## src/verilog/ni_pkg.sv

```systemverilog
// send-side network interface definitions
package ni_pkg;

    localparam int DATA_W  = 32;  // data word and flit payload
    localparam int MEM_AW  = 16;  // memory word address
    localparam int EADDR_W = 8;   // endpoint address
    localparam int SIZE_W  = 10;  // packet word count
    localparam int REG_AW  = 2;   // register field inside a channel block

    // flit kind, same encoding as the network side
    typedef enum logic [1:0] {
        BDY_FLAG  = 2'b00,
        TAIL_FLAG = 2'b01,
        HDR_FLAG  = 2'b10
    } flit_flag_e;

    // register fields of one channel block
    typedef enum logic [REG_AW-1:0] {
        REG_START_ADDR = 2'd0,
        REG_SIZE       = 2'd1,
        REG_DEST       = 2'd2,
        REG_CTRL       = 2'd3
    } reg_field_e;

    typedef enum logic [1:0] {
        CH_IDLE,
        CH_HDR,
        CH_DATA
    } chan_state_e;

    // decoded host write, broadcast to all channels
    typedef struct packed {
        reg_field_e          field;
        logic [DATA_W-1:0]   data;
        logic                valid;
    } cfg_wr_t;

    // channel request toward the arbiter
    typedef struct packed {
        logic                busy;
        logic                flit_valid;  // credit available, flit may go
        logic                is_hdr;
        logic                is_tail;
        logic [MEM_AW-1:0]   mem_addr;
        logic [EADDR_W-1:0]  dest;
    } chan_req_t;

    typedef struct packed {
        logic done;
        logic err;
    } chan_evt_t;

    // outgoing flit, vc bits travel beside it
    typedef struct packed {
        flit_flag_e          flag;
        logic [DATA_W-1:0]   payload;
    } flit_t;

    // channel index width, at least one bit
    function automatic int vc_idx_w(input int n);
        return (n > 1) ? $clog2(n) : 1;
    endfunction

endpackage

```

## src/verilog/ni_chan_dma.sv

```systemverilog
// virtual channel send engine
module ni_chan_dma import ni_pkg::*; #(
    parameter int NUM_VC = 4
) (
    input  logic      clk,
    input  logic      reset,
    input  cfg_wr_t   cfg_i,
    input  logic      cfg_sel_i,
    input  logic      full_i,
    input  logic      taken_i,
    output chan_req_t req_o,
    output chan_evt_t evt_o
);

    chan_state_e        state_q;
    logic [MEM_AW-1:0]  start_addr_q;
    logic [SIZE_W-1:0]  size_q;
    logic [EADDR_W-1:0] dest_q;
    logic [MEM_AW-1:0]  cur_addr;
    logic [SIZE_W-1:0]  remain;
    logic [EADDR_W-1:0] cur_dest;
    logic               my_wr;
    logic               start_req;
    logic               start_ok;
    logic               last_word;

    if (NUM_VC < 1) begin : g_vc_check
        $error("at least one virtual channel is needed");
    end

    assign my_wr     = cfg_i.valid & cfg_sel_i;
    assign start_req = my_wr && (cfg_i.field == REG_CTRL) && cfg_i.data[0];
    assign start_ok  = start_req && (state_q == CH_IDLE) && (size_q != '0);
    assign last_word = (remain == SIZE_W'(1));

    // host side configuration
    always_ff @(posedge clk) begin
        if (my_wr) begin
            case (cfg_i.field)
                REG_START_ADDR: start_addr_q <= cfg_i.data[MEM_AW-1:0];
                REG_SIZE:       size_q       <= cfg_i.data[SIZE_W-1:0];
                REG_DEST:       dest_q       <= cfg_i.data[EADDR_W-1:0];
                default:        ;  // ctrl handled below
            endcase
        end
    end

    always_ff @(posedge clk or posedge reset) begin
        if (reset) begin
            state_q <= CH_IDLE;
        end else begin
            case (state_q)
                CH_IDLE: begin
                    if (start_ok) begin
                        state_q <= CH_HDR;
                    end
                end
                CH_HDR: begin
                    if (taken_i) begin
                        state_q <= CH_DATA;
                    end
                end
                CH_DATA: begin
                    if (taken_i && last_word) begin
                        state_q <= CH_IDLE;
                    end
                end
                default: state_q <= CH_IDLE;
            endcase
        end
    end

    // running copies, so the host may reprogram while busy
    always_ff @(posedge clk) begin
        if (start_ok) begin
            cur_addr <= start_addr_q;
            remain   <= size_q;
            cur_dest <= dest_q;
        end else if (taken_i && state_q == CH_DATA) begin
            cur_addr <= cur_addr + MEM_AW'(1);
            remain   <= remain - SIZE_W'(1);
        end
    end

    always_comb begin
        req_o.busy       = (state_q != CH_IDLE);
        req_o.flit_valid = (state_q != CH_IDLE) & ~full_i;  // hold while downstream full
        req_o.is_hdr     = (state_q == CH_HDR);
        req_o.is_tail    = (state_q == CH_DATA) & last_word;
        req_o.mem_addr   = cur_addr;
        req_o.dest       = cur_dest;
    end

    // busy start or empty packet is refused
    always_comb begin
        evt_o.done = taken_i & (state_q == CH_DATA) & last_word;
        evt_o.err  = start_req & ((state_q != CH_IDLE) | (size_q == '0));
    end

endmodule

```

## config.mk

```make
export PLATFORM = sky130hd
export DESIGN_NAME = ni_chan_dma
export DESIGN_NICKNAME = d
export VERILOG_FILES = /design/src/verilog/ni_pkg.sv /design/src/verilog/ni_chan_dma.sv
export SDC_FILE = /design/constraint.sdc
export NUM_CORES = 1
export LEC_CHECK = 0
export BUFFER_PORTS_ARGS = -buffer_cell sky130_fd_sc_hd__buf_2
export CAP_MARGIN = 20
export CORE_MARGIN = 8
export CORE_UTILIZATION = 28
export CTS_BUF_LIST = sky130_fd_sc_hd__clkbuf_4 sky130_fd_sc_hd__clkbuf_8
export DETAILED_ROUTE_END_ITERATION = 10
export PLACE_DENSITY = 0.57
export SLEW_MARGIN = 15
export SYNTH_ARGS = -nofsm -noshare
export SYNTH_HDL_FRONTEND = slang
export SYNTH_SLANG_ARGS = --single-unit
export TNS_END_PERCENT = 50
```

## constraint.sdc

```tcl
create_clock -name clk -period 3.5 [get_ports clk]
set_clock_uncertainty 0.15 [all_clocks]
set_input_delay 0.7 -clock clk [delete_from_list [all_inputs] [get_ports clk]]
set_output_delay 0.7 -clock clk [all_outputs]
set_load 0.1 [all_outputs]
```

Word level (Yosys, flattened, before mapping)
Index checks and enable logic that the tools add are counted.
W data, S select, Z words.
{ "totals": {"reg_bits": 70, "latchBits": 0, "ramBits": 0, "romBits": 0, "in_bits": 40, "output_inout_bits": 30, "wordCells": 50, "mem_count": 0} }
{ "classes": {"addsub": 2, "mul": 0, "n_div": 0, "order_cmp": 0, "eq_ne": 9, "n_shift": 0, "n_mux": 8, "bitwise": 8, "reduce_logical": 16} }
{ "op_table": {"columns": ["op", "n"], "rows": [
  ["$mux W16", 2],
  ["$mux W10", 2],
  ["$add A16 B1 Y16 const B", 1],
  ["$eq A10 B1 Y1 const B", 1],
  ["$logic_not A10 Y1", 1],
  ["$reduce_bool A10 Y1", 1],
  ["$sub A10 B1 Y10 const B", 1],
  ["$and A1 B1 Y1", 6],
  ["$eq A2 B2 Y1 const B", 3],
  ["$logic_and A1 B1 Y1", 6],
  ["$mux W2", 3],
  ["$ne A2 B2 Y1 const B", 3],
  ["$pmux W2 S3", 1],
  ["$reduce_and A2 Y1", 3],
  ["$eq A2 B1 Y1 const B", 2],
  ["$logic_not A2 Y1", 2],
  ["$reduce_bool A2 Y1", 2],
  ["$reduce_and A3 Y1", 1],
  ["$not A1 Y1", 1],
  ["$or A1 B1 Y1", 1]
]} }

Logic depth before layout (Yosys ltp)
{ "depth": {"ltp_word": 7, "mapped_depth": 6, "mapped_depth_nobuf": 6} }

Least setup slack after synthesis
No wires, ideal clock.
{ "synth_timing": {"path_type": "reg-to-output", "start": "reg remain[1]", "end": "out req_o[24] (netlist bit)", "arrival_ns": 3.826, "required_time_ns": 2.650, "path_slack_ns": -1.176, "path_stages_with_launch": 6, "path_buffers": 0, "cell_sequence": "edfxtp_1 inv_1 ha_1 or4b_2 or4_1 nor3b_1"} }
{ "synth_rtl": {"columns": ["element", "line", "source"], "rows": [
  ["from (decl)", "ni_chan_dma.sv:20", "logic [SIZE_W-1:0] remain;"],
  ["from (signal assigned)", "ni_chan_dma.sv:77", "remain <= size_q;"],
  ["from (signal assigned)", "ni_chan_dma.sv:81", "remain <= remain - SIZE_W'(1);"],
  ["to (decl)", "ni_chan_dma.sv:11", "output chan_req_t req_o,"]
]} }

==> impl_metrics.ini <==
[outcome]
outcome = completed

[yosys]
syn_area_um2 = 3004
ys_types = 35
synthTopCellsByCount = 68 x edfxtp_1, 27 x nor3_1, 18 x xnor2_1
ys_seq_area_share_pct = 69.64
syn_area_per_cell_um2 = 14.17
synthTopCellsByArea = edfxtp_1 68%, xnor2_1 5.2%, nor3_1 4.5%
synth_cells = 212
ys_warn_count = 0
synthFlopType = edfxtp_1
synth_top_area_cell = edfxtp_1
synth-seq-cells = 70
synth_edf_count = 68
syn-num-nets = 255
async_flop_share_pct = 2.857
yosysMostFrequentCell = edfxtp_1
synth_top_area_share_pct = 67.97

[routing]
ant_nets = 0
wl_per_cell_um = 15.24
drt_iter0_drc = 133
top_layer = met4
routed_wl_um = 6401
route.met2.wl_um = 3082
route.detailed.drc = 0
drt-vias-per-instance = 4.552
vias = 1912
wl_met3_um = 386
route.layer.met1.wl_um = 2883
first_pass_iters = 4

[flow_run]
maxCapViolCount = 0

[sta]
tightest_slew_ps = 867.6
setup_violations = 0
max_freq_mhz = 296.7
finalHoldViolCount = 0
relSlewSlack_pct = 42.04
whs_ps = 47.46
period_minus_slack_ps = 3370
rsz0062_at_grt = no
slew_violations = 0
min_period_over_period_pct = 96.28

[setup_path]
reg2reg_slack_ps = 800
critPathLaunchType = flip-flop
crit_start = remain[1]$_DFFE_PP_
cp_max_fo = 3
cp.required_ps = 2650
end_kind = primary output
path_class = reg2out
r2r_start = size_q[6]$_DFFE_PP_
cp_data_arrival_time_ps = 2520

[floorplanning]
placementRows = 38
core_um2 = 10650
design.die.area_um2 = 14300
io_pins = 70
die_h_um = 119.6
fp.dieW_um = 119.6
initial_utilization_pct = 28.21

[layout]
finalInstanceArea_um2 = 3689
final_util_pct = 34.63
drive_above_1_share_pct = 30.36
fillers = 1051
area_growth_pct = 22.78
nets = 318
diodes = 0

[cts]
root_buffer = clkbuf_8
cts_buffer_depth = 2
cts_buffers = 9
cts.sinks = 70
postCtsHoldBufs = 0
clock_latency_ps = 340
ctsHtreeMaxLevel = 3
cts_tree = done
clkTransAtPathRegs_ps = 80

[grt]
grt_first_pass_wirelength_um = 10220
overflow = 0
grt_usage_pct = 9.131
antenna_found_initial = 0
grt_max_degree = 27
grt_pass1_vias = 1964

[place]
port_buffers = 53
gp_congestion = 0.7463
post-dp-hpwl_um = 4690
place_area_um2 = 3488

[pwr]
power.static_leakage_nw = 1.272
power_density_nw_per_um2 = 650.6
peakVddDrop_mv = 0.3153

[worst_hold_path]
hold_class = in2async
[worst max-delay path, cell delays in order, from the launching register on]
cell and delay, ps:
edfxtp_1 410, inv_1 100, ha_1 140, or4b_2 610
or4_4 460, nor3b_2 250, buf_12 210
[kinds of logic (layout without fill, tap and decap cells)]
kind of cell / Yosys count / count (layout) / share of synthesized area, %
and+or+nand+nor: 71 / 71 / 13.24
AOI/OAI and AO/OA: 28 / 28 / 5.789
buffers and inverters: 16 / 84 / 2.582
xor gates and xnor gates: 18 / 18 / 5.248
muxes: 6 / 6 / 2.249
adders and majority gates: 3 / 3 / 1.250
DFF: 70 / 70 / 69.64
[report_power, final]
group          total [mW]  internal [mW]  switching [mW]
Combinational       0.657          0.151           0.506
Clock               0.632          0.351           0.281
Sequential           1.11           1.04          0.0757
Total                2.40           1.54           0.863
[timing repair]
item,CTS,global route
gates resized for setup,1,1
hold endpoints to repair,0,0
buffers inserted,0,0
pin swaps,0,1
endpoints found under the setup margin,1,1
[stage by stage]
stage / total power [mW] / setup slack, ps / TNS (ps) / instances
floorplan: 1.643 / -218.8 / -410.0 / 212
global placement: 1.778 / 390.4 / 0 / 404
detailed placement: 1.790 / 355.2 / 0 / 404
CTS: 2.430 / 31.53 / 0 / 420
global route: 2.506 / 21.19 / 0 / 420
finish: 2.400 / 130.0 / 0 / 420
[placed cells by master, fill, tap and decap left out, drive strengths merged, types with 2 or more instances in the layout]
cell,netlist,routed
a21oi,16,16
a31oi,4,4
and3,2,2
buf,5,59
clkbuf,2,12
clkinv,0,2
dfrtp,2,2
edfxtp,68,68
ha,3,3
inv,9,9
mux2,6,6
nand2,3,3
nand3,8,8
nand4,5,5
nor2,6,6
nor2b,2,2
nor3,27,27
nor3b,2,2
nor4,2,2
o21ai,4,4
o31ai,2,2
or3,4,4
or4,5,5
xnor2,18,18
[area by class of cell]
cell class	count	area, um^2	share of cell area (%)
clock buffers	12	146.4	3.969
clock inverters	4	47.55	1.289
inverters	9	33.78	0.9159
multi-input cells	126	850.8	23.07
flip-flops and latches	70	2092	56.72
well taps	140	175.2	4.749
repair buffers	59	342.8	9.294
[path summary, 6_finish.rpt]
check                      cells after the start                     end
hold reg to reg                                0   cur_dest[6]$_DFFE_PP_
hold / removal                                 2  state_q[0]$_DFFE_PP0P_
setup / recovery                               6               req_o[24]
max in group asynchronous                      2  state_q[1]$_DFFE_PP0P_
setup reg to reg                               5   cur_addr[9]$_DFFE_PP_
min in group clk                               0   cur_dest[6]$_DFFE_PP_
[flip-flops by register name, summed over array words and instances, names as in the netlist]
register,count
remain,10
dest_q,8
cur_dest,8
start_addr_q,16
size_q,10
cur_addr,16
state_q,2
[layer usage]
layer / vias to the layer above / GRT usage, %
met1: 920 / 10.96
li1: 943 / -
met5: - / 0
met4: 0 / 3.279
met3: 5 / 3.758
met2: 44 / 14.46
(Power assumes the default switching activity.)
