**src/verilog/ni_pkg.sv**
```systemverilog
// send-side network interface definitions
package ni_pkg;

    localparam int DATA_W  = 32;  // data word and flit payload
    localparam int MEM_AW  = 16;  // memory word address
    localparam int EADDR_W = 8;   // endpoint address
    localparam int SIZE_W  = 10;  // packet word count
    localparam int REG_AW  = 2;   // register field inside a channel block

    // flit kind, same encoding as the network side
    typedef enum logic [1:0] {
        BDY_FLAG  = 2'b00,
        TAIL_FLAG = 2'b01,
        HDR_FLAG  = 2'b10
    } flit_flag_e;

    // register fields of one channel block
    typedef enum logic [REG_AW-1:0] {
        REG_START_ADDR = 2'd0,
        REG_SIZE       = 2'd1,
        REG_DEST       = 2'd2,
        REG_CTRL       = 2'd3
    } reg_field_e;

    typedef enum logic [1:0] {
        CH_IDLE,
        CH_HDR,
        CH_DATA
    } chan_state_e;

    // decoded host write, broadcast to all channels
    typedef struct packed {
        reg_field_e          field;
        logic [DATA_W-1:0]   data;
        logic                valid;
    } cfg_wr_t;

    // channel request toward the arbiter
    typedef struct packed {
        logic                busy;
        logic                flit_valid;  // credit available, flit may go
        logic                is_hdr;
        logic                is_tail;
        logic [MEM_AW-1:0]   mem_addr;
        logic [EADDR_W-1:0]  dest;
    } chan_req_t;

    typedef struct packed {
        logic done;
        logic err;
    } chan_evt_t;

    // outgoing flit, vc bits travel beside it
    typedef struct packed {
        flit_flag_e          flag;
        logic [DATA_W-1:0]   payload;
    } flit_t;

    // channel index width, at least one bit
    function automatic int vc_idx_w(input int n);
        return (n > 1) ? $clog2(n) : 1;
    endfunction

endpackage

```
**src/verilog/ni_regs.sv**
```systemverilog
// host register decoder and interrupt
module ni_regs import ni_pkg::*; #(
    parameter int NUM_VC = 4,
    localparam int CH_W = vc_idx_w(NUM_VC),
    localparam int ADDR_W = CH_W + REG_AW
) (
    input  logic              clk,
    input  logic              reset,
    input  logic              s_stb_i,
    input  logic              s_we_i,
    input  logic [ADDR_W-1:0] s_addr_i,
    input  logic [DATA_W-1:0] s_dat_i,
    output logic              s_ack_o,
    output logic [DATA_W-1:0] s_dat_o,
    input  logic [NUM_VC-1:0] busy_i,
    input  chan_evt_t         evt_i [NUM_VC],
    output cfg_wr_t           cfg_o,
    output logic [NUM_VC-1:0] cfg_sel_o,
    output logic              irq_o
);

    localparam int STAT_W = 3 * NUM_VC + 1;

    logic [CH_W-1:0]   ch_idx;
    reg_field_e        field;
    logic              wr_fire;
    logic [NUM_VC-1:0] done_flag;
    logic [NUM_VC-1:0] err_flag;
    logic [NUM_VC-1:0] done_evt;
    logic [NUM_VC-1:0] err_evt;
    logic [NUM_VC-1:0] clr;
    logic              int_en;
    logic              ctrl_wr;
    logic [STAT_W-1:0] status;

    if (STAT_W > DATA_W) begin : g_stat_check
        $error("status word does not fit the data bus");
    end

    assign ch_idx  = s_addr_i[ADDR_W-1:REG_AW];
    assign field   = reg_field_e'(s_addr_i[REG_AW-1:0]);
    assign wr_fire = s_stb_i & s_ack_o & s_we_i;  // one write per transfer
    assign ctrl_wr = wr_fire && (field == REG_CTRL);

    // channel index to one-hot select
    always_comb begin
        for (int i = 0; i < NUM_VC; i++) begin
            cfg_sel_o[i] = (ch_idx == CH_W'(i));
        end
    end

    always_comb begin
        cfg_o.field = field;
        cfg_o.data  = s_dat_i;
        cfg_o.valid = wr_fire;
    end

    always_comb begin
        for (int i = 0; i < NUM_VC; i++) begin
            done_evt[i] = evt_i[i].done;
            err_evt[i]  = evt_i[i].err;
        end
    end

    assign clr = (ctrl_wr && s_dat_i[1]) ? cfg_sel_o : '0;

    always_ff @(posedge clk or posedge reset) begin
        if (reset) begin
            s_ack_o   <= 1'b0;
            done_flag <= '0;
            err_flag  <= '0;
            int_en    <= 1'b0;
        end else begin
            s_ack_o   <= s_stb_i & ~s_ack_o;  // single cycle ack
            done_flag <= (done_flag & ~clr) | done_evt;  // a new event beats the clear
            err_flag  <= (err_flag & ~clr) | err_evt;
            if (ctrl_wr) begin
                int_en <= s_dat_i[2];
            end
        end
    end

    assign status = {int_en, err_flag, done_flag, busy_i};

    // only the control field reads back
    always_comb begin
        s_dat_o = '0;
        if (field == REG_CTRL) begin
            s_dat_o[STAT_W-1:0] = status;
        end
    end

    assign irq_o = int_en & ((|done_flag) | (|err_flag));

endmodule

```
**config.mk**
```make
export PLATFORM = sky130hd
export DESIGN_NAME = ni_regs
export DESIGN_NICKNAME = d
export VERILOG_FILES = /design/src/verilog/ni_pkg.sv /design/src/verilog/ni_regs.sv
export SDC_FILE = /design/constraint.sdc
export NUM_CORES = 1
export LEC_CHECK = 0
export BUFFER_PORTS_ARGS = -buffer_cell sky130_fd_sc_hd__buf_4
export CORE_MARGIN = 4
export CORE_UTILIZATION = 33
export CTS_CLUSTER_SIZE = 40
export DETAILED_ROUTE_END_ITERATION = 12
export PLACE_DENSITY = 0.86
export SLEW_MARGIN = 20
export SYNTH_ARGS = -nofsm -noshare
export SYNTH_HDL_FRONTEND = slang
export SYNTH_SLANG_ARGS = --single-unit
```
**constraint.sdc**
```tcl
create_clock -name clk -period 1.7 [get_ports clk]
set_input_delay 0 -clock clk [delete_from_list [all_inputs] [get_ports clk]]
set_output_delay 0 -clock clk [all_outputs]
set_load 0.01 [all_outputs]
```
---- After elaboration in Yosys (flattened, before gate mapping) ----
Index checks and enable logic that the tools add are counted.
storage, ports and cells
  bits in registers ....................... 10
cells by class
  eq/ne operators ......................... 4
  muxes and demuxes ....................... 2
  bitwise logic cells ..................... 11
  reduce and logical (&&, ||, !) cells .... 5
operator list
  kind                                                 number
  2-to-1 mux 13 bit                                    1
  AND 4 bit                                            2
  OR 4 bit                                             2
  OR reduction 4 bit                                   2
  equality test 2 bit, second input constant           3
  AND 1 bit                                            4
  2-to-1 mux 4 bit                                     1
  inverter 4 bit                                       1
  equality test 2 x 1 -> 1 bit, second input constant  1
  logical AND 1 bit                                    2
  logical NOT 2 bit                                    1
  inverter 1 bit                                       1
  OR 1 bit                                             1

---- Logic depth before layout (Yosys ltp) ----
  depth in word-level cells ............... 8
  gate-level depth with buffers ........... 4
  mapped depth without buffers ............ 3

---- Worst setup path after synthesis ----
No wires, ideal clock.
  path type ............................... register -> register
  start ................................... register s_ack_o
  end ..................................... register int_en
  setup time .............................. 0.125 ns
  data arrival time ....................... 1.061 ns
  required time ........................... 1.575 ns
  path slack .............................. 0.514 ns
  cell stages (with the launch flop) ...... 5
  buffers on the path ..................... 1
  cell sequence ........................... dfrtp_1 -> and3_1 -> buf_6 -> nand3_2 -> mux2_4
between the ends
  cells in the longest elaborated chain, start to end .. 3
ends and longest elaborated chain
  element                  RTL line       text
  start, declared          ni_regs.sv:13  output logic s_ack_o,
  start signal, assigned   ni_regs.sv:74  s_ack_o <= s_stb_i & ~s_ack_o;
  AND 1 bit (2 in series)  ni_regs.sv:42  assign wr_fire = s_stb_i & s_ack_o & s_we_i;
  via wr_fire              ni_regs.sv:26  logic wr_fire;
  logical AND 1 bit        ni_regs.sv:43  assign ctrl_wr = wr_fire && (field == REG_CTRL);
  end signal, assigned     ni_regs.sv:78  int_en <= s_dat_i[2];
  end, declared            ni_regs.sv:32  logic int_en;
The timed path passes the listed nets, and every way through them passes these cells.
A chain may end at the register's enable or synchronous reset.

---- Worst setup path after layout ----
  start ................................... register err_flag[2]
  end ..................................... output port irq_o
between the ends
  cells in the longest elaborated chain, start to end .. 3
ends and longest elaborated chain
  element                 RTL line       text
  start, declared         ni_regs.sv:28  logic [NUM_VC-1:0] err_flag;
  start signal, assigned  ni_regs.sv:76  err_flag <= (err_flag & ~clr) | err_evt;
  OR reduction 4 bit      ni_regs.sv:93  assign irq_o = int_en & ((|done_flag) | (|err_flag));
  OR 1 bit                ni_regs.sv:93
  AND 1 bit               ni_regs.sv:93
  end, declared           ni_regs.sv:19  output logic irq_o
No other way between the ends.

==> impl_metrics.tcl <==
set metrics [dict create \
    pin_count 125 \
    path_clk_slew_ns 0.07 \
    h-tree-depth 1 \
    pre_cts_ws_ns 0.5455 \
    vias 691 \
    synthMuxAreaShare_pct 1.611 \
    vdd_drop_max_uv 489.4 \
    hp-class "input port to primary output" \
    ctsResizeCount 0 \
    hpwl_mm 1.596 \
    drc_errors 0 \
    cp.arrival_ns 1.24 \
    layout_common_cells "45 x buf_4, 19 x conb_1, 15 x and3_1" \
    grt_max_degree 17 \
    cts_tree "yes" \
    post-route-min-period_ns 1.240 \
    grt_pass1_vias 666 \
    n_antenna_cell 0 \
    synth_top_family_by_area "buffers and inverters" \
    power_frac_comb_pct 29.9 \
    setup_ws_ns 0.4597 \
    leakagePower_nw 0.5744 \
    syn_avg_cell_area_um2 8.794 \
    layout_commonest_cell "buf_4" \
    port_buffers 45 \
    cts_root_buf "clkbuf_4" \
    synth_xor_area_share_pct 0 \
    std_cell_rows 19 \
    period_share_pct 72.96 \
    nets 180 \
    cts.sinks 10 \
    crit_type "register to primary output" \
    grt_pass1_wl_mm 3.111 \
    drt_iter0_drc 0 \
    synthAdderAreaFrac_pct 0 \
    drt_first_pass_iters 1 \
    fmax_mhz 806.2 \
    multi_input_area_um2 321.6 \
    gp_congestion 0.7688 \
    ys_seq_area_share_pct 26.85 \
    crit_fanout 3 \
    finalWirelength_mm 2.068 \
    seqPwrFrac_pct 38.0 \
    switchingPower_mw 0.1768 \
    post_dp_cell_area_um2 952.2 \
    final_max_slew_viol_count 0 \
    antenna_found_initial 0 \
    cp-end-kind "primary output" \
    rsz0062_at_grt "no" \
    swShare_pct 26.75 \
    insertion_delay_ns 0.27 \
    synth-simple-area-share_pct 17.99 \
    synth_seq_cells 10 \
    fillers 269 \
    required_ns 1.70 \
    synth_compound_area_share_pct 7.248 \
    critPathLaunchType "register" \
    synth_cell_types 17 \
    maxCapViolCount 0 \
    grt_usage_pct 11.18 \
    setup_tns_ns 0 \
    die_y_um 61.15 \
    yosysWarnings 0 \
    hold_viol 0 \
    finalInstanceArea_mm2 0.001099 \
    cts_buffers 3 \
    p_per_area_mw_per_mm2 601.9 \
    setup_viol 0 \
    wire_per_inst_um 13.09 \
    fp.dieW_um 61.15 \
    core_area_mm2 0.002734 \
    via_per_inst 4.373 \
    skew_ns 0.004466 \
    grt_overflow_total 0 \
    status "complete, no violations" \
    die_area_mm2 0.003739 \
    initial_utilization_pct 34.10 \
    syn_to_final_growth_pct 17.85 \
    seq_area_um2 250.2 \
    internal-power_mw 0.4843 \
    power_mw 0.6612 \
    synth_area_um2 932.1 \
    syn_inst 106 \
    clkPwrFrac_pct 32.1 \
    ant_nets 0 \
    clk_path_buf_depth 2 \
    drive_above_1_share_pct 40.94 \
]
[cell usage after synthesis]
master	count	share of area, %
and3_1	15	10
buf_4	54	43
buf_6	1	1.2
inv_1	1	0.40
nor4_1	2	1.3
dfrtp_1	10	27
and2_1	1	0.67
nand3_1	4	2.1
conb_1	1	0.40
nor2b_1	2	1.3
clkbuf_1	2	0.81
a21o_1	8	6.4
nand3_2	1	1.1
mux2_4	1	1.6
a21boi_0	1	0.81
and2b_2	1	0.94
nor2_1	1	0.40
[per-stage QoR]
stage / hold WS, ns / instances / util, %
detailed placement: 0.00006862 / 143 / 34.83
global route: 0.00001504 / 158 / 40.18
global placement: 0.00006862 / 143 / 34.83
CTS: 0.00006862 / 158 / 40.18
finish: 0.000003421 / 158 / 40.18
floorplan: -0.1598 / 124 / -
[path summary, 6_finish.rpt]
path | from | to | slack (ns) | cells after the start
max | err_flag[2] | irq_o | 0.46 | 3
min | s_dat_i[14] | cfg_o[15] | 0.000003 | 0
max reg2reg | s_ack_o | int_en | 0.51 | 3
min reg2reg | err_flag[2] | err_flag[2] | 0.51 | 1
max in group asynchronous | reset | done_flag[1] | 1.17 | 3
min in group asynchronous | reset | s_ack_o | 0.26 | 3
[sequential cells by signal, indices dropped and copies added (netlist names)]
name / flops
done_flag: 4
err_flag: 4
int_en: 1
s_ack_o: 1
[kinds of logic after synthesis]
logic type / Yosys count
other cells: 1
simple gates: 27
mux: 1
buf+inv: 58
flops: 10
compound gates: 9
[worst max-delay path, stage by stage (launching register included)]
cell,delay (ns)
dfrtp_1,0.39
nor4_1,0.28
a21boi_0,0.13
buf_4,0.16
[area by class of cell]
class | instances | share of cell area, %
clock buffers | 4 | 3.303
repair buffers | 56 | 40.77
well taps | 31 | 3.531
multi-input cells | 56 | 29.27
inverters | 1 | 0.3417
flip-flops and latches | 10 | 22.78
[routing by layer]
| metal | track usage (%) | wire [um] |
|---|---|---|
| met1 | 12.36 | 686 |
| met2 | 18.43 | 1078 |
| met3 | 3.354 | 225 |
| met4 | 7.430 | 77 |
| met5 | 0 | 0 |
[what timing repair did]
action	CTS	global route
setup buffers	0	0
endpoints found under the hold margin	20	0
hold buffers	11	0
[power by group through the flow]
stage | Combinational (mW) | Clock, mW | Sequential, mW
floorplan | 0.191 | 0 | 0.255
global placement | 0.177 | 0 | 0.255
detailed placement | 0.178 | 0 | 0.255
CTS | 0.198 | 0.218 | 0.251
global route | 0.217 | 0.230 | 0.252
finish | 0.198 | 0.212 | 0.251
(Power assumes the default switching activity.)
