==> config.mk <==
export PLATFORM = sky130hd
export DESIGN_NAME = ni_credit_count
export DESIGN_NICKNAME = d
export VERILOG_FILES = /design/src/verilog/ni_credit_count.sv
export SDC_FILE = /design/constraint.sdc
export NUM_CORES = 1
export LEC_CHECK = 0
export BUFFER_PORTS_ARGS = -buffer_cell sky130_fd_sc_hd__buf_2
export CAP_MARGIN = 20
export CORE_AREA = 2 2 39 41
export CTS_CLUSTER_DIAMETER = 200
export CTS_CLUSTER_SIZE = 30
export DETAILED_ROUTE_END_ITERATION = 10
export DIE_AREA = 0 0 41 43
export HOLD_SLACK_MARGIN = 0.03
export PLACE_DENSITY_LB_ADDON = 0.12
export SYNTH_ARGS = -nofsm -noshare
export SYNTH_HDL_FRONTEND = slang
export SYNTH_SLANG_ARGS = --single-unit
==> constraint.sdc <==
create_clock -name clk -period 3.43 [get_ports clk]
set_input_delay 1.029 -clock clk [delete_from_list [all_inputs] [get_ports clk]]
set_output_delay 1.029 -clock clk [all_outputs]
set_load 0.005 [all_outputs]
==> src/verilog/ni_credit_count.sv <==
// downstream buffer occupancy per channel
module ni_credit_count #(
    parameter int NUM_VC = 4,
    parameter int BUF_DEPTH = 4
) (
    input  logic              clk,
    input  logic              reset,
    input  logic [NUM_VC-1:0] wr_i,
    input  logic [NUM_VC-1:0] credit_i,
    output logic [NUM_VC-1:0] full_o
);

    localparam int CNT_W = $clog2(BUF_DEPTH + 1);

    for (genvar i = 0; i < NUM_VC; i++) begin : g_vc
        logic [CNT_W-1:0] depth;

        always_ff @(posedge clk or posedge reset) begin
            if (reset) begin
                depth <= '0;
            end else begin
                case ({wr_i[i], credit_i[i]})
                    2'b10:   depth <= depth + CNT_W'(1);
                    2'b01:   depth <= depth - CNT_W'(1);
                    default: ;  // both or neither, no change
                endcase
            end
        end

        assign full_o[i] = (depth == CNT_W'(BUF_DEPTH));
    end

endmodule

# ---- Word level (Yosys, flattened, before mapping)
# Cells that the tools add are included.
dict set report totals {
  reg_bits 12
  wordCells 32
  in_bits 10
}
dict set report op_classes {
  n_eq_ne 12
  n_mux 4
  reduce_logical 4
  n_addsub 8
}
# cell count
set ops {}
lappend ops {{$pmux W3 S2} 4}
lappend ops {{$add A3 B1 Y3 const B} 4}
lappend ops {{$eq A3 B3 Y1 const B} 4}
lappend ops {{$sub A3 B1 Y3 const B} 4}
lappend ops {{$eq A2 B1 Y1 const B} 4}
lappend ops {{$eq A2 B2 Y1 const B} 4}
lappend ops {{$reduce_bool A2 Y1} 4}

# ---- Logic depth before layout (Yosys ltp)
# Gate-level depths: netlist (run 1).
dict set report logic_depth {
  word_depth 2
  depth_mapped 7
  ltp_nobuf 7
}

# ---- Least setup slack after synthesis (run 1)
# OpenSTA, ideal clock, no wires.
dict set report synth_timing {
  kind {in2reg}
  startpoint {input wr_i[3]}
  endpoint {register g_vc[3].depth[2]}
  arrival_ns 2.042
  path_stages 7
  path_slack_ns 1.309
  setup_time_ns 0.079
  path_buffers 0
  cell_sequence {inv_1 ha_1 inv_1 fa_1 xor2_1 nor2_1 xor2_1}
}
dict set report synth_between {
  elab_chain_cells 2
  word_cells_on_any_way 4
  cone_classes {2 x eq/ne; 1 x mux; 1 x reduce/logical}
}
# item line
set synth_rtl {}
lappend synth_rtl {{start: declaration} 8} ;# input logic [NUM_VC-1:0] wr_i,
lappend synth_rtl {{$eq A2 B1 Y1 or $eq A2 B2 Y1 (tied branches)} 22} ;# case ({wr_i[i], credit_i[i]})
lappend synth_rtl {{$pmux W3 S2 or $reduce_bool A2 Y1 (tied branches)} --}
lappend synth_rtl {{end signal: assignment} 23} ;# 2'b10: depth <= depth + CNT_W'(1);
lappend synth_rtl {{end signal: assignment} 24} ;# 2'b01: depth <= depth - CNT_W'(1);
lappend synth_rtl {{end: declaration} 16} ;# logic [CNT_W-1:0] depth;
# Parallel ways exist; a longest one is shown, timed or not.
# A chain may end at the register's enable or synchronous reset.

# ---- Worst setup path in the final report (run 1)
dict set report layout_timing {
  startpoint {register g_vc[1].depth[0]}
  endpoint {output full_o[1]}
}
dict set report layout_between {
  elab_chain_cells 1
}
# item line
set layout_rtl {}
lappend layout_rtl {{start: declaration} 16}
lappend layout_rtl {{start signal: assignment} 23}
lappend layout_rtl {{start signal: assignment} 24}
lappend layout_rtl {{$eq A3 B3 Y1} 30} ;# assign full_o[i] = (depth == CNT_W'(BUF_DEPTH));
lappend layout_rtl {{end: declaration} 10} ;# output logic [NUM_VC-1:0] full_o
# Every way passes these cells.

==> impl_metrics.csv, run 1 <==
group,metric,value,unit
layout,largest_reg_flops,12,
cts,cts_buffers,3,
die,rows,14,
cts,cts_sinks,12,
hold_path,worstHoldPathCells,1,
placed_design,io_buffers,13,
route,drt-total-wl,919,um
synth,synth_top_area_share,44.3,%
timing,hold_violations,0,
timing,setup_viol,0,
route,routed_via_density,4.59,
route,first_iter_violations,2,
global_routing,grt_pass1_vias,412,
cts,root_buffer,"clkbuf_4",
layout,largest_register,"g_vc.depth",
setup_path,cp_top_family,"flip-flops",
layout,reg.largest.list,"g_vc.depth: 12 flops",
setup_path,path_cells,"inv_1, and3_1, buf_2",
die,start_util,49.0,%
synth,syn-num-nets,80,
route,ant_nets,0,
route,drc,0,
setup_path,worst_path_max_delay_cell,"dfrtp_1",
timing,maxSlewHeadroom,69.4,%
synth,yosys.area.top_type,"dfrtp_1",
setup_path,end_kind,"output port",
power_and_ir_drop,combPwrFrac,42.0,%
power_and_ir_drop,p_leak,0.444,nW
cts,cts_htree_levels,1,
setup_path,path_max_fanout,2,
layout,area_delta_synth_final,15.9,%
synth,synth_seq_cells,12,
cts,post_cts_buffers,0,
power_and_ir_drop,power_frac_clock,14.5,%
synth,synth_seq_area_share,44.3,%
route,vias,431,
cts,cts_tree,"yes",
power_and_ir_drop,ir_drop,329,uV
cts,hold_buffers,0,
flow_run,drv_cap,0,
global_routing,grt_pass1_wl,1570,um
die,die_w,41,um
timing,fin_crit,2.06,ns
global_routing,gr-total-overflow,0,
timing,slew_viol_final,0,
power_and_ir_drop,p_int,0.381,mW
layout,mostFrequentLayoutCells,"inv_1 (17), buf_2 (13), dfrtp_1 (12), xor2_1 (8)",
placed_design,hpwlAfterDp,746,um
route,post_drt_wl_per_cell,9.78,um
timing,clock_skew,0.00290,ns
global_routing,grt_max_degree,13,
setup_path,reg2reg_setup_slack,2.07,ns
setup_path,crit_type,"reg2out",
timing,fin_crit_sh,60.1,%
power_and_ir_drop,power.net_switching,0.209,mW
hold_path,min_to,"g_vc[3].depth[2]",
global_routing,grt_usage,13.8,%
setup_path,crit_arrival,1.03,ns
synth,postSynthAreaPerCell,10.9,um2
timing,rsz0062_at_grt,"false",
layout,layout_commonest_cell,"inv_1",
layout,drive_gt1_share,20.5,%
hold_path,hold_path.class,"reg2reg",
die,die_height,43,um
setup_path,start_kind,"flop",
power_and_ir_drop,power_density,751,nW/um2
synth,synthCells,62,
setup_path,rr_startpoint,"g_vc[1].depth[1]",
setup_path,cp.required,2.40,ns
setup_path,critPathBufInv,2,
power_and_ir_drop,p_seq_share,43.5,%
die,ioPinCount,14,
outcome,status,"finished clean",
timing,tightest_slew,0.459,ns
hold_path,worstHoldStart,"g_vc[3].depth[2]",
cts,path_clk_slew,0.07,ns
setup_path,cpPeakStageDelay,0.40,ns
timing,fin_setup_tns,0,ns
cts,cts.path.max_buffers,2,
cts,clk-insertion-delay-late,0.27,ns
route,dr.pass1.iters,3,
cts,cts-resized-gates,0,
synth,synth_area_leaders,"dfrtp_1 (44%), fa_1 (12%), xor2_1 (10%), inv_1 (9.4%), ha_1 (7.4%)",
timing,max_freq,485,MHz
setup_path,reg2reg_to,"g_vc[1].depth[2]",
layout,utilization,56.8,%
setup_path,worst-r2r-cell-count,5,
die,core_area,1380,um2
layout,antenna_cells,0,
placed_design,place.gp.congestion,0.600,
synth,syn-cell-area,678,um2
global_routing,antenna_found_initial,0,
synth,ys_warn_count,0,
power_and_ir_drop,switching_share,35.4,%
synth,yosys.cell_types.count,11,
die,dieArea,1760,um2
layout,layout.nets,98,
## logic make-up after synthesis
kind of cell | Yosys count | synth area share [%]
buffers and inverters | 17 | 9.41
XOR/XNOR | 12 | 15.5
flip-flops | 12 | 44.3
AND/OR/NAND/NOR | 9 | 6.46
adder cells (fa/ha/maj) | 8 | 19.2
multiplexers | 3 | 4.43
AO/OA/AOI/OAI | 1 | 0.737
## synth_stat cells (all sizes together)
library cell and instances:
xor2 8, fa 4, nor2 4, ha 4, and3 4, o21ai 1
mux2i 3, inv 17, xnor2 4, nand2 1, dfrtp 12
## area by class of cell
cell class                      count  area (um2)
Inverter                           17        63.8
Clock buffer                        3        22.5
Timing Repair Buffer               13        65.1
Tap cell                           16        20.0
Multi-Input combinational cell     33         314
Sequential cell                    12         300
Fill cell                         133         598
## power by group through the flow
stage               Sequential (mW)  Combinational [mW]  Clock (mW)
global placement              0.258               0.242           0
finish                        0.257               0.248      0.0856
CTS                           0.257               0.256      0.0893
detailed placement            0.259               0.253           0
floorplan                     0.250               0.199           0
global route                  0.265               0.298      0.0951
## routing by layer
layer	track usage (%)	part of all wire, %	wire, um	up-vias
met3	3.14	4.7	43	2
met4	10.0	0.44	4	0
met5	0	0	0	-
met1	17.8	47	435	204
li1	-	-	-	215
met2	19.4	47	436	10
## per-stage QoR
stage	cells	cell area [um2]	hold slack [ns]	total power [mW]	setup slack, ns
CTS	94	786	0.463	0.602	1.35
finish	94	786	0.460	0.590	1.37
detailed placement	91	763	0.451	0.513	1.13
global route	94	786	0.477	0.658	1.30
global placement	91	763	0.449	0.500	1.17
floorplan	62	678	0.434	0.450	1.31
## worst max-delay path by stage
stage	end	slack (ns)	cells past startpoint	from
CTS	full_o[1]	1.35	3	g_vc[1].depth[0]
finish	full_o[1]	1.37	3	g_vc[1].depth[0]
floorplan	g_vc[3].depth[2]	1.31	7	wr_i[3]
detailed placement	g_vc[0].depth[2]	1.13	8	wr_i[0]
global placement	g_vc[0].depth[2]	1.17	8	wr_i[0]
global route	full_o[1]	1.30	3	g_vc[1].depth[0]
(Power assumes the default switching activity.)
==> run 2: changes to the inputs <==
--- a/config.mk
+++ b/config.mk
@@ -7,11 +7,11 @@
 export LEC_CHECK = 0
 export BUFFER_PORTS_ARGS = -buffer_cell sky130_fd_sc_hd__buf_2
 export CAP_MARGIN = 20
-export CORE_AREA = 2 2 39 41
+export CORE_MARGIN = 1.5
+export CORE_UTILIZATION = 51
 export CTS_CLUSTER_DIAMETER = 200
 export CTS_CLUSTER_SIZE = 30
 export DETAILED_ROUTE_END_ITERATION = 10
-export DIE_AREA = 0 0 41 43
 export HOLD_SLACK_MARGIN = 0.03
 export PLACE_DENSITY_LB_ADDON = 0.12
 export SYNTH_ARGS = -nofsm -noshare
==> constraint.sdc (replaced) <==
create_clock -name clk -period 2 [get_ports clk]
set_input_delay 0.6 -clock clk [delete_from_list [all_inputs] [get_ports clk]]
set_output_delay 0.6 -clock clk [all_outputs]
set_load 0.005 [all_outputs]
==> run 2 against run 1 <==
Net effect: clock-buffer cell count up 1; critical endpoint unchanged; non-clock buffer count unchanged; highest routed layer is now met3; sequential share of layout area down 0.54 points; via count down 3.7%.
==> impl_metrics.csv, run 2 (synthesis results as in run 1) <==
group,metric,value,unit
outcome,status,"finished clean",
timing,clock_skew,0.00625,ns
layout,largest_register,"g_vc.depth",
setup_path,critPathBufInv,2,
placed_design,io_buffers,13,
hold_path,hold_path.class,"in2async",
placed_design,place.gp.congestion,0.594,
flow_run,drv_cap,0,
route,first_iter_violations,3,
cts,cts_htree_levels,1,
power_and_ir_drop,power.net_switching,0.375,mW
global_routing,grt_max_degree,13,
cts,cts_tree,"yes",
setup_path,worst_path_max_delay_cell,"dfrtp_1",
power_and_ir_drop,p_int,0.699,mW
cts,path_clk_slew,0.08,ns
setup_path,crit_type,"reg2out",
setup_path,end_kind,"output port",
layout,area_delta_synth_final,17.5,%
setup_path,start_kind,"flop",
timing,max_freq,619,MHz
route,routed_via_density,4.46,
die,dieArea,1560,um2
die,die_w,39.5,um
layout,drive_gt1_share,21.5,%
global_routing,grt_pass1_vias,447,
route,ant_nets,0,
layout,layout.nets,98,
die,die_height,39.5,um
die,ioPinCount,14,
setup_path,path_max_fanout,2,
cts,cts_sinks,12,
timing,hold_violations,0,
global_routing,grt_usage,17.8,%
setup_path,worst-path-stages,3,
cts,post_cts_buffers,0,
route,drc,0,
power_and_ir_drop,power_density,1350,nW/um2
setup_path,path_cells,"inv_1, and3_1, buf_2",
route,highest_layer,"met3",
timing,rsz0062_at_grt,"false",
cts,cts.path.max_buffers,2,
cts,cts-resized-gates,0,
placed_design,placed_cells,89,
layout,reg.largest.list,"g_vc.depth: 12 flops",
timing,tightest_slew,0.464,ns
placed_design,hpwlAfterDp,807,um
power_and_ir_drop,ir_drop,661,uV
power_and_ir_drop,p_seq_share,41.3,%
die,core_area,1170,um2
layout,antenna_cells,0,
timing,fin_setup_tns,0,ns
route,drt-total-wl,977,um
route,post_drt_wl_per_cell,10.5,um
setup_path,crit_arrival,1.02,ns
global_routing,gr-total-overflow,0,
layout,largest_reg_flops,12,
power_and_ir_drop,combPwrFrac,40.9,%
cts,clk-insertion-delay-late,0.27,ns
power_and_ir_drop,p_leak,0.451,nW
cts,hold_buffers,0,
setup_path,cp.required,1.40,ns
layout,nFillCells,101,
setup_path,cp_top_family,"flip-flops",
setup_path,cpPeakStageDelay,0.40,ns
route,dr_wl_met3,41,um
timing,slew_viol_final,0,
die,rows,12,
global_routing,antenna_found_initial,0,
cts,cts_buffers,3,
cts,root_buffer,"clkbuf_4",
route,vias,415,
setup_path,worst-r2r-cell-count,5,
power_and_ir_drop,power_frac_clock,17.8,%
timing,setup_viol,0,
global_routing,grt_pass1_wl,1730,um
layout,final_cells,93,
timing,fin_crit,1.62,ns
die,start_util,57.9,%
route,met1Wirelength,436,um
timing,fin_crit_sh,80.8,%
power_and_ir_drop,switching_share,34.9,%
layout,layout_commonest_cell,"inv_1",
timing,maxSlewHeadroom,69.0,%
route,wl_met2,500,um
route,dr.pass1.iters,2,
layout,mostFrequentLayoutCells,"inv_1 (17), buf_2 (13), dfrtp_1 (12), xor2_1 (8)",
run 2: changes by cell type in the layout (fill, tap and decap cells not counted), sizes merged:
cell    delta
clkbuf     +1
run 2: worst paths after layout:
path / start / end / slack (ns)
max in group asynchronous: reset / g_vc[2].depth[1] / 1.36
worst min register to register: g_vc[2].depth[2] / g_vc[2].depth[2] / 0.46
worst max-delay path: g_vc[1].depth[0] / full_o[1] / 0.38
min in group clk: g_vc[2].depth[2] / g_vc[2].depth[2] / 0.46
worst min-delay path: reset / g_vc[1].depth[2] / 0.32
worst max register to register: g_vc[1].depth[1] / g_vc[1].depth[2] / 0.63
run 2: worst reg2reg max path: cells and delay by family (launching register included):
family                     cells  cell delay [ns]
DFF                            1             0.37
buffers and inverters          1             0.07
adders and majority gates      1             0.43
xor gates and xnor gates       2             0.32
and+or+nand+nor                1             0.11
run 2: power groups by stage:
stage          logic (mW)  clock network (mW)  registers (mW)
6_report            0.439               0.192           0.443
5_1_grt             0.522               0.210           0.460
4_1_cts             0.452               0.199           0.445
3_5_place_dp        0.449                   0           0.448
3_3_place_gp        0.413                   0           0.443
2_1_floorplan       0.341                   0           0.430
run 2: cell type report:
class | count | area, um2 | share of cell area, %
Multi-Input combinational cell | 33 | 314 | 39.4
Timing Repair Buffer | 13 | 65.1 | 8.16
Sequential cell | 12 | 300 | 37.7
Clock buffer | 4 | 36.3 | 4.55
Tap cell | 14 | 17.5 | 2.20
Inverter | 17 | 63.8 | 8.01
run 2: layer usage:
layer | track usage (%) | up-vias
li1 | - | 217
met1 | 21.7 | 189
met2 | 28.7 | 9
met3 | 3.41 | 0
met4 | 10.3 | 0
met5 | 0 | -
run 2: metrics by stage:
step	area (um2)	utilization [%]	power, mW	hold WS (ns)	setup slack, ns
5_1_grt	797	68.1	1.19	0.369	0.297
2_1_floorplan	678	-	0.771	0.434	0.308
4_1_cts	797	68.1	1.10	0.333	0.362
6_report	797	68.1	1.07	0.322	0.384
3_3_place_gp	761	65.0	0.856	0.450	0.173
3_5_place_dp	761	65.0	0.897	0.448	0.115
==> run 3: changes to the inputs <==
==> constraint.sdc (replaced) <==
create_clock -name clk -period 1.61 [get_ports clk]
set_input_delay 0.483 -clock clk [delete_from_list [all_inputs] [get_ports clk]]
set_output_delay 0.483 -clock clk [all_outputs]
set_load 0.005 [all_outputs]
==> run 3 against run 2 <==
Net effect: critical path depth unchanged; non-clock buffer count up 4; combinational power up 23%; highest routed layer is now met4.
==> impl_metrics.csv, run 3 (synthesis results as in run 1) <==
group,metric,value,unit
layout,largest_reg_flops,12,
timing,max_freq,665,MHz
global_routing,gr-max-usage-layer,"met2",
die,die_height,39.5,um
die,dieArea,1560,um2
route,drc,0,
global_routing,antenna_found_initial,0,
layout,drive_gt1_share,25.3,%
route,dr.pass1.iters,3,
route,routed_via_density,4.59,
route,vias,445,
die,rows,12,
timing,fin_crit,1.50,ns
cts,cts_buffers,3,
hold_path,hold_path.class,"in2async",
cts,cts.path.max_buffers,2,
route,post_drt_wl_per_cell,9.69,um
global_routing,met2_usage,27.9,%
layout,final_cells,97,
setup_path,crit_arrival,1.02,ns
placed_design,hpwlAfterDp,763,um
timing,fin_crit_sh,93.5,%
cts,cts_htree_levels,1,
power_and_ir_drop,power.net_switching,0.453,mW
outcome,status,"finished clean",
power_and_ir_drop,p_int,0.869,mW
setup_path,rr_startpoint,"g_vc[1].depth[1]",
cts,cts_tree,"yes",
power_and_ir_drop,power_frac_clock,18.1,%
placed_design,place.gp.congestion,0.577,
timing,slew_viol_final,0,
layout,reg.largest.list,"g_vc.depth: 12 flops",
layout,layout_commonest_cell,"inv_1",
route,drt-total-wl,940,um
cts,cts-resized-gates,0,
route,ant_nets,0,
setup_path,end_kind,"output port",
layout,antenna_cells,0,
placed_design,io_buffers,13,
power_and_ir_drop,ir_drop,866,uV
die,die_w,39.5,um
cts,path_clk_slew,0.07,ns
global_routing,grt_max_degree,13,
setup_path,path_max_fanout,2,
power_and_ir_drop,p_leak,0.472,nW
cts,post_cts_buffers,0,
layout,layout.nets,102,
die,start_util,57.9,%
timing,setup_viol,0,
global_routing,use_met1,20.5,%
setup_path,worst-r2r-cell-count,5,
setup_path,reg2reg_to,"g_vc[1].depth[2]",
power_and_ir_drop,switching_share,34.3,%
placed_design,placed_cells,93,
global_routing,grt_pass1_vias,430,
cts,hold_buffers,0,
die,ioPinCount,14,
global_routing,grt_usage,18.2,%
global_routing,use_met3,6.82,%
layout,mostFrequentLayoutCells,"inv_1 (17), buf_2 (13), dfrtp_1 (12), xor2_1 (8)",
setup_path,start_kind,"flop",
layout,largest_register,"g_vc.depth",
power_and_ir_drop,combPwrFrac,40.7,%
setup_path,reg2reg_setup_slack,0.24,ns
die,core_area,1170,um2
cts,clk-insertion-delay-late,0.28,ns
timing,clock_skew,0.00314,ns
setup_path,crit_type,"reg2out",
flow_run,drv_cap,0,
route,first_iter_violations,3,
layout,area_delta_synth_final,22.0,%
timing,rsz0062_at_grt,"false",
timing,tightest_slew,0.435,ns
timing,maxSlewHeadroom,71.0,%
setup_path,cp.required,1.13,ns
timing,hold_violations,0,
cts,cts_sinks,12,
power_and_ir_drop,p_seq_share,41.2,%
power_and_ir_drop,power.total,1.32,mW
global_routing,grt_pass1_wl,1750,um
power_and_ir_drop,power_density,1600,nW/um2
cts,root_buffer,"clkbuf_4",
global_routing,gr-total-overflow,0,
[run 3: cell count changes in the layout (fill, tap and decap cells not counted)]
cell,change
buf_4,+4
[run 3: critical path: stages, from the launching register on]
cell and delay [ns]:
dfrtp_1 0.39, inv_1 0.09, and3_1 0.15, buf_2 0.11
[run 3: cell type report]
type / instances / area, um2
well taps: 14 / 17.5
repair buffers: 17 / 95.1
inverters: 17 / 63.8
multi-input cells: 33 / 314
flip-flops and latches: 12 / 300
clock buffers: 4 / 36.3
fillers: 107 / 344
[run 3: metrics by stage]
stage	hold slack [ns]	cell area [um2]	worst slack, ns	setup TNS (ns)	util [%]
global placement	0.452	791	-0.0835	-0.296	67.5
detailed placement	0.448	791	-0.126	-0.442	67.5
global route	0.225	827	0.0309	0	70.6
floorplan	0.348	678	0.0347	0	-
CTS	0.198	827	0.0831	0	70.6
finish	0.188	827	0.105	0	70.6
[run 3: per-layer routing]
| layer | share of wire (%) | up-vias |
|---|---|---|
| li1 | - | 224 |
| met1 | 42 | 204 |
| met2 | 49 | 12 |
| met3 | 5.6 | 5 |
| met4 | 3.3 | 0 |
| met5 | 0 | - |
[run 3: worst max path at each step]
| stage | slack, ns | from | endpoint | cells after the start |
|---|---|---|---|---|
| floorplan | 0.03 | wr_i[3] | g_vc[3].depth[2] | 7 |
| global placement | -0.08 | wr_i[0] | g_vc[0].depth[2] | 8 |
| detailed placement | -0.13 | wr_i[1] | g_vc[1].depth[2] | 8 |
| CTS | 0.08 | g_vc[2].depth[0] | full_o[2] | 3 |
| global route | 0.03 | g_vc[2].depth[0] | full_o[2] | 3 |
| finish | 0.11 | g_vc[2].depth[0] | full_o[2] | 3 |
[run 3: power by group through the flow]
| stage | Sequential, mW | Clock, mW | Combinational (mW) |
|---|---|---|---|
| after global placement | 0.551 | 0 | 0.521 |
| after floorplan | 0.534 | 0 | 0.424 |
| after detailed placement | 0.551 | 0 | 0.545 |
| final | 0.544 | 0.240 | 0.538 |
| after global routing | 0.568 | 0.263 | 0.630 |
| after CTS | 0.546 | 0.254 | 0.549 |
